## config.mk

```make
export PLATFORM = sky130hd
export DESIGN_NAME = ifu_top
export DESIGN_NICKNAME = d
export VERILOG_FILES = /design/src/source/ifu_pkg.sv /design/src/source/ifu_aligner.sv /design/src/source/ifu_fb_credit.sv /design/src/source/ifu_fetch_buf.sv /design/src/source/ifu_fetch_ctl.sv /design/src/source/ifu_top.sv
export VERILOG_INCLUDE_DIRS = /design/src /design/src/source
export SDC_FILE = /design/constraint.sdc
export NUM_CORES = 1
export LEC_CHECK = 0
export ABC_CLOCK_PERIOD_IN_PS = 12850
export BUFFER_PORTS_ARGS = -buffer_cell sky130_fd_sc_hd__clkbuf_2
export CORE_AREA = 2 2 224 248
export DETAILED_ROUTE_END_ITERATION = 12
export DIE_AREA = 0 0 226 250
export GPL_TIMING_DRIVEN = 0
export REMOVE_ABC_BUFFERS = 1
export SYNTH_ARGS = -nofsm -noshare
export SYNTH_HDL_FRONTEND = slang
export SYNTH_SLANG_ARGS = --single-unit
export TNS_END_PERCENT = 50
```

## constraint.sdc

```tcl
create_clock -name clk -period 12.85 [get_ports clk]
set_input_delay 0.6425 -clock clk [delete_from_list [all_inputs] [get_ports clk]]
set_output_delay 0.6425 -clock clk [all_outputs]
set_load 0.02 [all_outputs]
```

## src/source/ifu_settings.svh

```systemverilog
// Fetch unit settings
`ifndef IFU_SETTINGS_SVH
`define IFU_SETTINGS_SVH

// **********************************************************************
// widths of the fetch path
// **********************************************************************
`define IFU_PC_W      32             // byte pc width, bit 0 not carried
`define IFU_WORD_W    64             // bus data width, four parcels
`define IFU_PARCEL_W  16             // one compressed parcel

// **********************************************************************
// fetch buffer and bus constants
// **********************************************************************
`define IFU_FB_DEPTH  4              // fetch buffer entries
`define IFU_FB_PTR_W  2              // log2 of the depth
`define IFU_FB_CNT_W  3              // credit count, 0 .. depth

`define IFU_RESET_PC  32'h0000_0100  // first fetch after reset
`define IFU_RESP_OKAY 2'b00          // axi rresp okay
`define IFU_AR_PROT   3'b100         // instruction, secure, unprivileged

`endif

```

## src/source/ifu_pkg.sv

```systemverilog
// Fetch unit types
`include "ifu_settings.svh"

package ifu_pkg;

   // fetch controller states
   typedef enum logic [2:0] {
      IDLE  = 3'd0,                  // out of reset
      REQ   = 3'd1,                  // drive read address
      WAIT  = 3'd2,                  // wait for read data
      DRAIN = 3'd3,                  // drop a response made stale by flush
      HALT  = 3'd4                   // access fault seen, wait for flush
   } fetch_state_e;

   typedef struct packed {
      logic [`IFU_PC_W-1:0]   addr;  // 8B aligned word address
      logic [2:0]             prot;
   } ar_req_t;

   typedef struct packed {
      logic [`IFU_WORD_W-1:0] data;
      logic [1:0]             resp;
   } r_rsp_t;

   typedef struct packed {
      logic                   valid;
      logic [`IFU_PC_W-1:1]   pc;    // redirect target
   } flush_t;

   typedef struct packed {
      logic [`IFU_PC_W-1:3]   waddr; // word address of the data
      logic [`IFU_WORD_W-1:0] data;
      logic                   fault; // bus error on this word
   } fb_entry_t;

   typedef struct packed {
      logic issue;                   // read address accepted
      logic discard;                 // stale response dropped
      logic pending;                 // read still outstanding
   } credit_evt_t;

   typedef struct packed {
      logic [`IFU_PC_W-1:1]   pc;
      logic [31:0]            instr; // upper half zero when 16-bit
      logic                   pc4;   // 32-bit instruction
      logic                   fault; // access fault
   } instr_t;

endpackage

```

## src/source/ifu_aligner.sv

```systemverilog
// Instruction aligner
`include "ifu_settings.svh"

module ifu_aligner
   import ifu_pkg::*;
(
   input  logic      clk,
   input  logic      rst_n,
   input  flush_t    flush,
   input  logic      head_valid,
   input  fb_entry_t head,
   output logic      pop,          // last parcel of the head word used
   output logic      instr_valid,
   input  logic      instr_ready,
   output instr_t    instr
);

   localparam logic [`IFU_PC_W-1:0] RESET_PC = `IFU_RESET_PC;

   logic [1:0]               ptr, ptr_nxt;       // parcel index in head word
   logic [1:0]               ptr_p1, ptr_p2;
   logic                     carry_valid;        // low half of a straddling instr
   logic [`IFU_PARCEL_W-1:0] carry_parcel;
   logic [`IFU_PC_W-1:1]     carry_pc;
   logic                     halted;             // fault delivered, wait for flush
   logic [`IFU_PARCEL_W-1:0] p0, p1;             // current and following parcel
   logic                     step;               // work on the head this cycle
   logic                     emit;               // load the output register
   logic                     straddle;           // save last parcel as carry
   logic                     set_halt;
   instr_t                   instr_nxt;

   assign ptr_p1 = ptr + 2'd1;
   assign ptr_p2 = ptr + 2'd2;
   assign p0     = head.data[{ptr, 4'b0000} +: `IFU_PARCEL_W];
   assign p1     = head.data[{ptr_p1, 4'b0000} +: `IFU_PARCEL_W];
   assign step   = head_valid & ~halted & (~instr_valid | instr_ready);

   // **********************************************************************
   // parcel decode
   // **********************************************************************
   always_comb begin
      emit            = 1'b0;
      pop             = 1'b0;
      straddle        = 1'b0;
      set_halt        = 1'b0;
      ptr_nxt         = ptr;
      instr_nxt.pc    = {head.waddr, ptr};
      instr_nxt.instr = {{`IFU_PARCEL_W{1'b0}}, p0};   // 16-bit by default
      instr_nxt.pc4   = 1'b0;
      instr_nxt.fault = 1'b0;
      if (step) begin
         emit = 1'b1;
         if (head.fault) begin
            set_halt        = 1'b1;                      // one fault instr, then stop
            instr_nxt.instr = '0;
            instr_nxt.fault = 1'b1;
            if (carry_valid) begin
               instr_nxt.pc = carry_pc;
            end
         end else if (carry_valid) begin
            instr_nxt.pc    = carry_pc;                  // high half from new word
            instr_nxt.instr = {head.data[`IFU_PARCEL_W-1:0], carry_parcel};
            instr_nxt.pc4   = 1'b1;
            ptr_nxt         = 2'd1;
         end else if (p0[1:0] != 2'b11) begin
            ptr_nxt = ptr_p1;                            // compressed
            pop     = (ptr == 2'd3);
         end else if (ptr != 2'd3) begin
            instr_nxt.instr = {p1, p0};                  // both halves in this word
            instr_nxt.pc4   = 1'b1;
            ptr_nxt         = ptr_p2;
            pop             = (ptr == 2'd2);
         end else begin
            emit     = 1'b0;                             // wait for the next word
            straddle = 1'b1;
            ptr_nxt  = 2'd0;
            pop      = 1'b1;
         end
      end
   end

   // **********************************************************************
   // control state
   // **********************************************************************
   always_ff @(posedge clk or negedge rst_n) begin
      if (!rst_n) begin
         ptr         <= RESET_PC[2:1];
         carry_valid <= 1'b0;
         halted      <= 1'b0;
         instr_valid <= 1'b0;
      end else if (flush.valid) begin
         ptr         <= flush.pc[2:1];                   // start mid-word
         carry_valid <= 1'b0;
         halted      <= 1'b0;
         instr_valid <= 1'b0;                            // withdraw stale instr
      end else begin
         ptr <= ptr_nxt;
         if (straddle) begin
            carry_valid <= 1'b1;
         end else if (step) begin
            carry_valid <= 1'b0;
         end
         if (set_halt) begin
            halted <= 1'b1;
         end
         if (emit) begin
            instr_valid <= 1'b1;
         end else if (instr_ready) begin
            instr_valid <= 1'b0;                         // taken by decode
         end
      end
   end

   // payload
   always_ff @(posedge clk) begin
      if (straddle) begin
         carry_parcel <= p0;
         carry_pc     <= {head.waddr, 2'b11};
      end
      if (emit) begin
         instr <= instr_nxt;
      end
   end

endmodule

```

## src/source/ifu_fb_credit.sv

```systemverilog
// Fetch buffer credits
`include "ifu_settings.svh"

module ifu_fb_credit
   import ifu_pkg::*;
(
   input  logic        clk,
   input  logic        rst_n,
   input  logic        flush,
   input  credit_evt_t credit_evt,
   input  logic        slot_release,  // buffer entry popped by the aligner
   output logic        fb_space       // room for one more read
);

   logic [`IFU_FB_CNT_W-1:0] credit_cnt;      // slots reserved by issued reads
   logic [`IFU_FB_CNT_W-1:0] credit_cnt_nxt;

   always_comb begin
      credit_cnt_nxt = credit_cnt;
      if (credit_evt.issue) begin
         credit_cnt_nxt = credit_cnt_nxt + 1'b1;
      end
      if (slot_release) begin
         credit_cnt_nxt = credit_cnt_nxt - 1'b1;
      end
      if (credit_evt.discard) begin
         credit_cnt_nxt = credit_cnt_nxt - 1'b1;  // dropped response frees its slot
      end
   end

   always_ff @(posedge clk or negedge rst_n) begin
      if (!rst_n) begin
         credit_cnt <= '0;
      end else if (flush) begin
         // buffer is emptied, only a live read keeps its slot
         credit_cnt <= {{(`IFU_FB_CNT_W-1){1'b0}}, credit_evt.pending};
      end else begin
         credit_cnt <= credit_cnt_nxt;
      end
   end

   assign fb_space = (credit_cnt < `IFU_FB_DEPTH);  // never full when data lands

endmodule

```

## src/source/ifu_fetch_buf.sv

```systemverilog
// Fetch buffer FIFO
`include "ifu_settings.svh"

module ifu_fetch_buf
   import ifu_pkg::*;
(
   input  logic      clk,
   input  logic      rst_n,
   input  logic      flush,        // empties the buffer
   input  logic      push,
   input  fb_entry_t push_entry,
   input  logic      pop,          // head word fully used
   output logic      head_valid,
   output fb_entry_t head
);

   // pointers carry one extra wrap bit
   logic [`IFU_FB_PTR_W:0] wr_ptr;
   logic [`IFU_FB_PTR_W:0] rd_ptr;

   fb_entry_t mem [`IFU_FB_DEPTH];  // word storage

   // **********************************************************************
   // storage
   // **********************************************************************
   always_ff @(posedge clk) begin
      if (push) begin
         mem[wr_ptr[`IFU_FB_PTR_W-1:0]] <= push_entry;
      end
   end

   // **********************************************************************
   // pointers
   // **********************************************************************
   always_ff @(posedge clk or negedge rst_n) begin
      if (!rst_n) begin
         wr_ptr <= '0;
         rd_ptr <= '0;
      end else if (flush) begin
         wr_ptr <= '0;                    // everything fetched is stale
         rd_ptr <= '0;
      end else begin
         if (push) begin
            wr_ptr <= wr_ptr + 1'b1;      // credits keep this from overflowing
         end
         if (pop && head_valid) begin
            rd_ptr <= rd_ptr + 1'b1;
         end
      end
   end

   assign head_valid = (wr_ptr != rd_ptr);                 // valid one cycle after push
   assign head       = mem[rd_ptr[`IFU_FB_PTR_W-1:0]];

endmodule

```

## src/source/ifu_fetch_ctl.sv

```systemverilog
// Fetch address controller
`include "ifu_settings.svh"

module ifu_fetch_ctl
   import ifu_pkg::*;
(
   input  logic        clk,
   input  logic        rst_n,
   input  flush_t      flush,        // redirect from the core
   output logic        ar_valid,
   input  logic        ar_ready,
   output ar_req_t     ar,
   input  logic        r_valid,
   output logic        r_ready,
   input  r_rsp_t      r,
   input  logic        fb_space,     // a buffer slot can be reserved
   output credit_evt_t credit_evt,
   output logic        push,         // write a word into the fetch buffer
   output fb_entry_t   push_entry
);

   localparam logic [`IFU_PC_W-1:0] RESET_PC = `IFU_RESET_PC;

   fetch_state_e         state, state_nxt;
   logic [`IFU_PC_W-1:3] waddr, waddr_nxt;  // next word to fetch
   logic                 ar_hs;             // address handshake this cycle
   logic                 r_hs;              // response accepted this cycle

   assign ar_hs    = ar_valid & ar_ready;
   assign r_hs     = r_valid & r_ready;

   assign ar_valid = (state == REQ) & fb_space;  // held by credits until accepted
   assign ar.addr  = {waddr, 3'b000};
   assign ar.prot  = `IFU_AR_PROT;
   assign r_ready  = (state == WAIT) | (state == DRAIN);

   // response goes to the buffer unless a flush makes it stale
   assign push             = (state == WAIT) & r_hs & ~flush.valid;
   assign push_entry.waddr = waddr;
   assign push_entry.data  = r.data;
   assign push_entry.fault = (r.resp != `IFU_RESP_OKAY);

   assign credit_evt.issue   = ar_hs & ~flush.valid;
   assign credit_evt.discard = (state == DRAIN) & r_hs;
   // a read survives this edge when it is unanswered or just issued
   assign credit_evt.pending = (r_ready & ~r_valid) | ar_hs;

   // **********************************************************************
   // state machine
   // **********************************************************************
   always_comb begin
      state_nxt = state;
      waddr_nxt = waddr;
      if (flush.valid) begin
         waddr_nxt = flush.pc[`IFU_PC_W-1:3];                   // drop bits 2:1
         state_nxt = credit_evt.pending ? DRAIN : REQ;          // wait out a live read
      end else begin
         case (state)
            IDLE:    state_nxt = REQ;
            REQ:     if (ar_hs) state_nxt = WAIT;
            WAIT: begin
               if (r_hs) begin
                  waddr_nxt = waddr + 1'b1;                     // next 8 bytes
                  state_nxt = push_entry.fault ? HALT : REQ;
               end
            end
            DRAIN:   if (r_hs) state_nxt = REQ;                 // stale data dropped
            HALT:    state_nxt = HALT;                          // only a flush leaves
            default: state_nxt = IDLE;
         endcase
      end
   end

   always_ff @(posedge clk or negedge rst_n) begin
      if (!rst_n) begin
         state <= IDLE;
         waddr <= RESET_PC[`IFU_PC_W-1:3];
      end else begin
         state <= state_nxt;
         waddr <= waddr_nxt;
      end
   end

endmodule

```

## src/source/ifu_top.sv

```systemverilog
// Instruction fetch unit
module ifu_top
   import ifu_pkg::*;
(
   input  logic    clk,
   input  logic    rst_n,
   input  flush_t  flush,        // redirect from the core

   // axi read address channel
   output logic    ar_valid,
   input  logic    ar_ready,
   output ar_req_t ar,

   // axi read data channel
   input  logic    r_valid,
   output logic    r_ready,
   input  r_rsp_t  r,

   // decode
   output logic    instr_valid,
   input  logic    instr_ready,
   output instr_t  instr
);

   credit_evt_t credit_evt;     // controller events to the credit counter
   logic        fb_space;
   logic        push;
   fb_entry_t   push_entry;
   logic        head_valid;
   fb_entry_t   head;
   logic        pop;            // also releases a credit

   // **********************************************************************
   // fetch path
   // **********************************************************************
   ifu_fetch_ctl i_fetch_ctl (
      .clk        (clk),
      .rst_n      (rst_n),
      .flush      (flush),
      .ar_valid   (ar_valid),
      .ar_ready   (ar_ready),
      .ar         (ar),
      .r_valid    (r_valid),
      .r_ready    (r_ready),
      .r          (r),
      .fb_space   (fb_space),
      .credit_evt (credit_evt),
      .push       (push),
      .push_entry (push_entry)
   );

   ifu_fb_credit i_fb_credit (
      .clk          (clk),
      .rst_n        (rst_n),
      .flush        (flush.valid),
      .credit_evt   (credit_evt),
      .slot_release (pop),
      .fb_space     (fb_space)
   );

   ifu_fetch_buf i_fetch_buf (
      .clk        (clk),
      .rst_n      (rst_n),
      .flush      (flush.valid),
      .push       (push),
      .push_entry (push_entry),
      .pop        (pop),
      .head_valid (head_valid),
      .head       (head)
   );

   ifu_aligner i_aligner (
      .clk         (clk),
      .rst_n       (rst_n),
      .flush       (flush),
      .head_valid  (head_valid),
      .head        (head),
      .pop         (pop),
      .instr_valid (instr_valid),
      .instr_ready (instr_ready),
      .instr       (instr)
   );

endmodule
```

# Word-level counts from Yosys, hierarchy flattened
# Memories as Yosys holds them, arrays and structs flattened.
# Index checks and enable logic that the tools add are counted.
# word_totals
in_bits	103
out_inout_bits	103
mem_count	1
mem_bits_rw	376
word_cells	132
register_bits	156
# memory_table
name	words	width	read_ports	rd_ports_with_merged_regs	write_ports	line_no	source
i_fetch_buf.mem	4	94	1	0	1	ifu_fetch_buf.sv:21	fb_entry_t mem [`IFU_FB_DEPTH];
# classes
order_cmp	1
n_eq_ne	13
mux	58
bitwise_logic	18
n_reduce_logical	15
shifts	2
add_sub_neg	8
# ops
cell	count
64-bit by 7-bit indexed part select with 16-bit output	2
33-bit two-way mux	3
29-bit two-way mux	3
65-bit two-way mux	1
3-bit two-way mux	13
32-bit two-way mux	1
31-bit two-way mux	1
29-bit by 1-bit adder with 29-bit output, second input constant	1
1-bit two-way mux	28
3-bit one-hot mux with 5 select lines	1
2-bit two-way mux	7
2-bit nonzero test	7
1-bit AND	10
3-bit by 1-bit adder with 3-bit output, second input constant	3
3-bit by 2-bit != test with 1-bit output, second input constant	3
3-bit by 2-bit == test with 1-bit output, second input constant	2
2-bit != test, second input constant	3
3-bit nonzero test	2
3-bit by 1-bit subtractor with 3-bit output, second input constant	2
1-bit inverter	5
2-bit == test, second input constant	2
2-bit AND reduction	2
3-bit by 1-bit == test with 1-bit output, second input constant	1
3-bit == test, second input constant	1
other kinds (9)	11

# Logic depth before layout (Yosys ltp)
# An unclocked memory read counts as a cell.
# depth
ltp_word	11
ltp_mapped	16

# Cells and area by module
# From an unflattened synthesis, not the netlist that was laid out.
# unflattened
cells_unflattened	1153
hier_area_um2	22024.9
# modules_own_cells
module	n_inst	seq_area_each_um2	area_per_inst_um2	cells_each
ifu_fetch_buf	1	11441.0	14018.4	541
ifu_aligner	1	3428.3	5188.7	287
ifu_fetch_ctl	1	802.0	2582.5	302
ifu_fb_credit	1	75.1	235.2	23

# Worst setup path before layout
# OpenSTA, ideal clock, no wires.
# synth_timing
path_kind	reg-to-reg
startpoint	register i_fetch_buf.rd_ptr[0]
endpoint	register i_aligner.carry_parcel[0], enable pin
synth_period_minus_slack_ns	6.674
path_slack_ns	6.176
setup_time_ns	0.575
path_buffers	2
arrival_ns	6.099
stages_incl_launch_ff	7
cell_sequence	dfrtp_1 buf_6 buf_6 mux4_2 nor2_4 nand2_1 nor4b_1
# synth_via
elab_chain_len	7
elab_cells_between_ends	10
classes_between	eq/ne: 2; shift: 1; mux: 4; bitwise: 2; memory: 1
# synth_lines
item	line_no	source
start, declared	ifu_fetch_buf.sv:19	logic [`IFU_FB_PTR_W:0] rd_ptr;
start signal, assigned	ifu_fetch_buf.sv:47	rd_ptr <= rd_ptr + 1'b1;
memory 4 x 94 bit	-	
64-bit by 7-bit indexed part select with 16-bit output	ifu_aligner.sv:35	assign p0 = head.data[{ptr, 4'b0000} +: `IFU_PARCEL_W];
2-bit != test	ifu_aligner.sv:66	end else if (p0[1:0] != 2'b11) begin
1-bit two-way mux	ifu_aligner.sv:66	
1-bit two-way mux	ifu_aligner.sv:61	end else if (carry_valid) begin
1-bit two-way mux	ifu_aligner.sv:54	if (head.fault) begin
1-bit two-way mux (*)	ifu_aligner.sv:52	if (step) begin
end signal, assigned	ifu_aligner.sv:118	carry_parcel <= p0;
end, declared	ifu_aligner.sv:23	logic [`IFU_PARCEL_W-1:0] carry_parcel;
# Every way passes the cells marked *; elsewhere a longest branch is shown, timed or not.
# A chain may end at the register's enable or synchronous reset.

# Final worst setup path
# layout_timing
startpoint	register i_aligner.ptr[0]
endpoint	register, netlist name i_aligner.instr[19]
# layout_via
elab_chain_len	5
elab_cells_between_ends	8
classes_between	add/sub: 1; eq/ne: 2; shift: 2; mux: 3
# layout_lines
item	line_no	source
start, declared	ifu_aligner.sv:20	logic [1:0] ptr, ptr_nxt;
start signal, assigned	ifu_aligner.sv:88	ptr <= RESET_PC[2:1];
start signal, assigned	ifu_aligner.sv:93	ptr <= flush.pc[2:1];
start signal, assigned	ifu_aligner.sv:98	ptr <= ptr_nxt;
2-bit by 1-bit adder with 2-bit output	ifu_aligner.sv:33	assign ptr_p1 = ptr + 2'd1;
64-bit by 7-bit indexed part select with 16-bit output	ifu_aligner.sv:36	assign p1 = head.data[{ptr_p1, 4'b0000} +: `IFU_PARCEL_W];
33-bit two-way mux	ifu_aligner.sv:69	end else if (ptr != 2'd3) begin
33-bit two-way mux (*)	ifu_aligner.sv:66	
33-bit two-way mux (*)	ifu_aligner.sv:61	
# Marks and branches as above.

==> metrics.yaml <==
die-area_um2: 56500
postRouteAntennaNets: 0
antenna_found_initial: 6
globalplace.congestion: 0.708
ys_seq_elements: 532
fin_setup_tns_ns: 0
drt-total-wl_um: 48000
hold_slack_ns: 0.154
cts_tree: "yes"
period_minus_slack_ns: 5.05
rsz0062_at_grt: "no"
grt-ovfl-total: 0
final_max_slew_viol_count: 0
slew_headroom_pct: 7.97
status: "complete, no violations"
hp-class: "input pin to asynchronous set/reset pin"
dp_hpwl_um: 29100
reg2reg_from: "i_aligner.ptr[0]"
p_leak_nw: 8.54
grt_usage_pct: 17.2
timing.final.crit_share_pct: 39.3
multi_input_area_um2: 5100
chipWidth_um: 226
postSynth.asyncResetShare_pct: 8.65
fin_skew_ns: 0.0185
die-height_um: 250
hold_buffers: 0
crit_start: "i_aligner.ptr[0]"
cts_inserted_buffers: 55
drc_errors: 0
area_growth_pct: 18.2
viasPerCell: 5.20
nets: 1448
r2r_setup_slack_ns: 7.80
cap_violations: 0
cts-resized-gates: 0
dp_slack_ns: 7.51
netlist_area_um2: 21300
fp-row-count: 90
regArea_um2: 15800
ios: 206
fmax_mhz: 198
power.density_nw_per_um2: 160
synth_area_per_cell_um2: 18.7
core_um2: 54200
ys_warn_count: 0
fin_cells: 2118
syn_inst: 1141
port_buffers: 199
worst_slew_pin_slew_ns: 1.38
synth-main-ff-cell: "edfxtp_1"
initial_utilization_pct: 39.4
vias: 11021
hold_viol: 0
ir_worst_vdd_uv: 115
worst-endpoint-required_ns: 13.26
htreeDepth: 2
setup_viol_count_final: 0
crit_end: "i_aligner.instr[19]"
seq_area_frac_synth_pct: 73.8
clk_latency_ns: 0.60
critPathLaunchType: "flip-flop"
grt_pass1_vias: 11371
grt_pass1_wl_um: 71400
crit_arrival_ns: 5.46
crit_type: "flip-flop to flip-flop"
dpl.cell_count: 2013
cts.clk_slew.worst_paths_ns: 0.06
drive_above_1_share_pct: 34.4
r2r_cells: 7
setup_ws_ns: 7.80
reg2reg_to: "i_aligner.instr[19]"
cts_root_buf: "clkbuf_16"
wl_per_cell_um: 22.6
crit_path_end_kind: "flip-flop"
synth_edf_count: 486
yosysUniqueCellTypes: 61
grt_max_degree: 52
drt-initial-drc-count: 650
clock_path_buffers: 3
dr.pass1.iters: 7
num-fill-cells: 4631
utilization_pct: 46.6
cts_setup_buffers: 0
path_max_fanout: 25
clock-sinks: 532
==> sequential cells by signal, indices dropped and copies added, names as in the netlist <==
register                cells
i_aligner.ptr               2
i_fetch_buf.mem           376
i_aligner.instr_valid       1
i_fetch_buf.rd_ptr          3
i_aligner.instr            65
i_fetch_ctl.state           3
i_aligner.halted            1
i_aligner.carry_parcel     16
i_aligner.carry_pc         29
i_fetch_ctl.waddr          29
i_fb_credit.credit_cnt      3
i_aligner.carry_valid       1
i_fetch_buf.wr_ptr          3
==> layer usage <==
metal  wire length, um  GRT usage [%]
met3              2860           4.18
met4               935           4.31
met1             19800           22.0
met2             24300           29.3
met5                52              0
==> kinds of logic after synthesis <==
group / after synthesis / share of synthesized area [%]
mux: 156 / 13.8
simple gates: 187 / 4.26
fa+ha+maj: 11 / 0.645
xor+xnor: 34 / 1.39
buf+inv: 103 / 2.68
other cells: 2 / 0.0352
compound gates: 116 / 3.40
flops: 532 / 73.8
==> area by class of cell <==
class | count | area share, %
Antenna cell | 2 | 0.0198
Clock buffer | 69 | 5.83
Timing Repair Buffer | 223 | 5.71
Inverter | 12 | 0.188
Sequential cell | 532 | 62.4
Multi-Input combinational cell | 510 | 20.2
Tap cell | 736 | 3.65
Clock inverter | 34 | 1.92
==> metrics by stage <==
| stage | total power, mW | cell area (um2) |
|---|---|---|
| floorplan | 2.22 | 20800 |
| global placement | 2.35 | 22800 |
| detailed placement | 2.37 | 23300 |
| CTS | 4.08 | 25200 |
| global route | 4.17 | 25200 |
| finish | 4.03 | 25200 |
==> placed cells by master, fill, tap and decap left out, types with 9 or more instances in the layout <==
cell type / instances
nor2_1: 57
dfrtp_1: 42
inv_1: 9
nand2_1: 56
o21ai_0: 36
edfxtp_1: 486
xnor2_1: 18
a22o_1: 16
mux2_2: 29
clkbuf_16: 56
clkbuf_2: 198
bufinv_16: 11
ha_1: 10
mux4_2: 108
a21oi_1: 23
nand4_1: 9
nand3_1: 11
clkbuf_1: 11
mux2i_1: 18
o22ai_1: 16
xor2_1: 16
buf_16: 10
and3_1: 9
==> worst max-delay path: stages (launching register included) <==
cell and delay [ns]:
dfrtp_2 0.96, clkinv_1 1.07, ha_2 1.24, nand2b_1 1.00, nor2_1 0.08, a21oi_1 0.16, o22ai_1 0.11, nor2_1 0.23
==> power breakdown <==
group / switching, mW / internal, mW / leakage [nW]
clock: 0.669 / 1.04 / 0.948
sequential: 0.0532 / 1.94 / 4.95
combinational: 0.197 / 0.136 / 2.64
==> worst min-delay path by stage <==
stage | endpoint | depth (start not counted) | startpoint | slack (ns)
2_1_floorplan | i_aligner.carry_valid | 0 | rst_n | 0.35
3_3_place_gp | i_aligner.halted | 1 | i_aligner.halted | 0.48
3_5_place_dp | i_aligner.halted | 1 | i_aligner.halted | 0.52
4_1_cts | i_fetch_ctl.waddr[4] | 1 | rst_n | 0.15
5_1_grt | i_fetch_ctl.waddr[4] | 1 | rst_n | 0.18
6_report | i_fetch_ctl.waddr[4] | 1 | rst_n | 0.15
==> cells in the mapped netlist (2+ instances only) <==
library cell | count | share of area, %
o21ai_0 | 36 | 0.84
and2_1 | 2 | 0.059
mux2_2 | 29 | 1.5
xor2_1 | 16 | 0.66
clkbuf_1 | 29 | 0.51
a22o_1 | 16 | 0.66
dfrtp_1 | 45 | 5.3
edfxtp_1 | 486 | 68
nand4_1 | 9 | 0.26
ha_1 | 11 | 0.64
buf_6 | 3 | 0.16
a311oi_1 | 2 | 0.082
nor2b_1 | 8 | 0.23
mux2i_1 | 18 | 0.84
nand3_1 | 11 | 0.26
o21ai_1 | 2 | 0.047
mux4_2 | 108 | 11
nor3_1 | 5 | 0.12
and3_1 | 13 | 0.38
buf_4 | 38 | 1.3
buf_1 | 7 | 0.12
buf_2 | 14 | 0.33
a21oi_1 | 24 | 0.56
xnor2_1 | 18 | 0.74
or4_1 | 4 | 0.14
a31oi_1 | 7 | 0.21
nand2b_1 | 3 | 0.088
inv_1 | 9 | 0.16
nor2_1 | 57 | 1.0
or3_1 | 3 | 0.088
o22ai_1 | 16 | 0.47
nand2_1 | 57 | 1.0
conb_1 | 2 | 0.035
a31o_2 | 3 | 0.12
nor4_1 | 3 | 0.088
and4_1 | 2 | 0.082
Power figures use the tool's default switching activity.
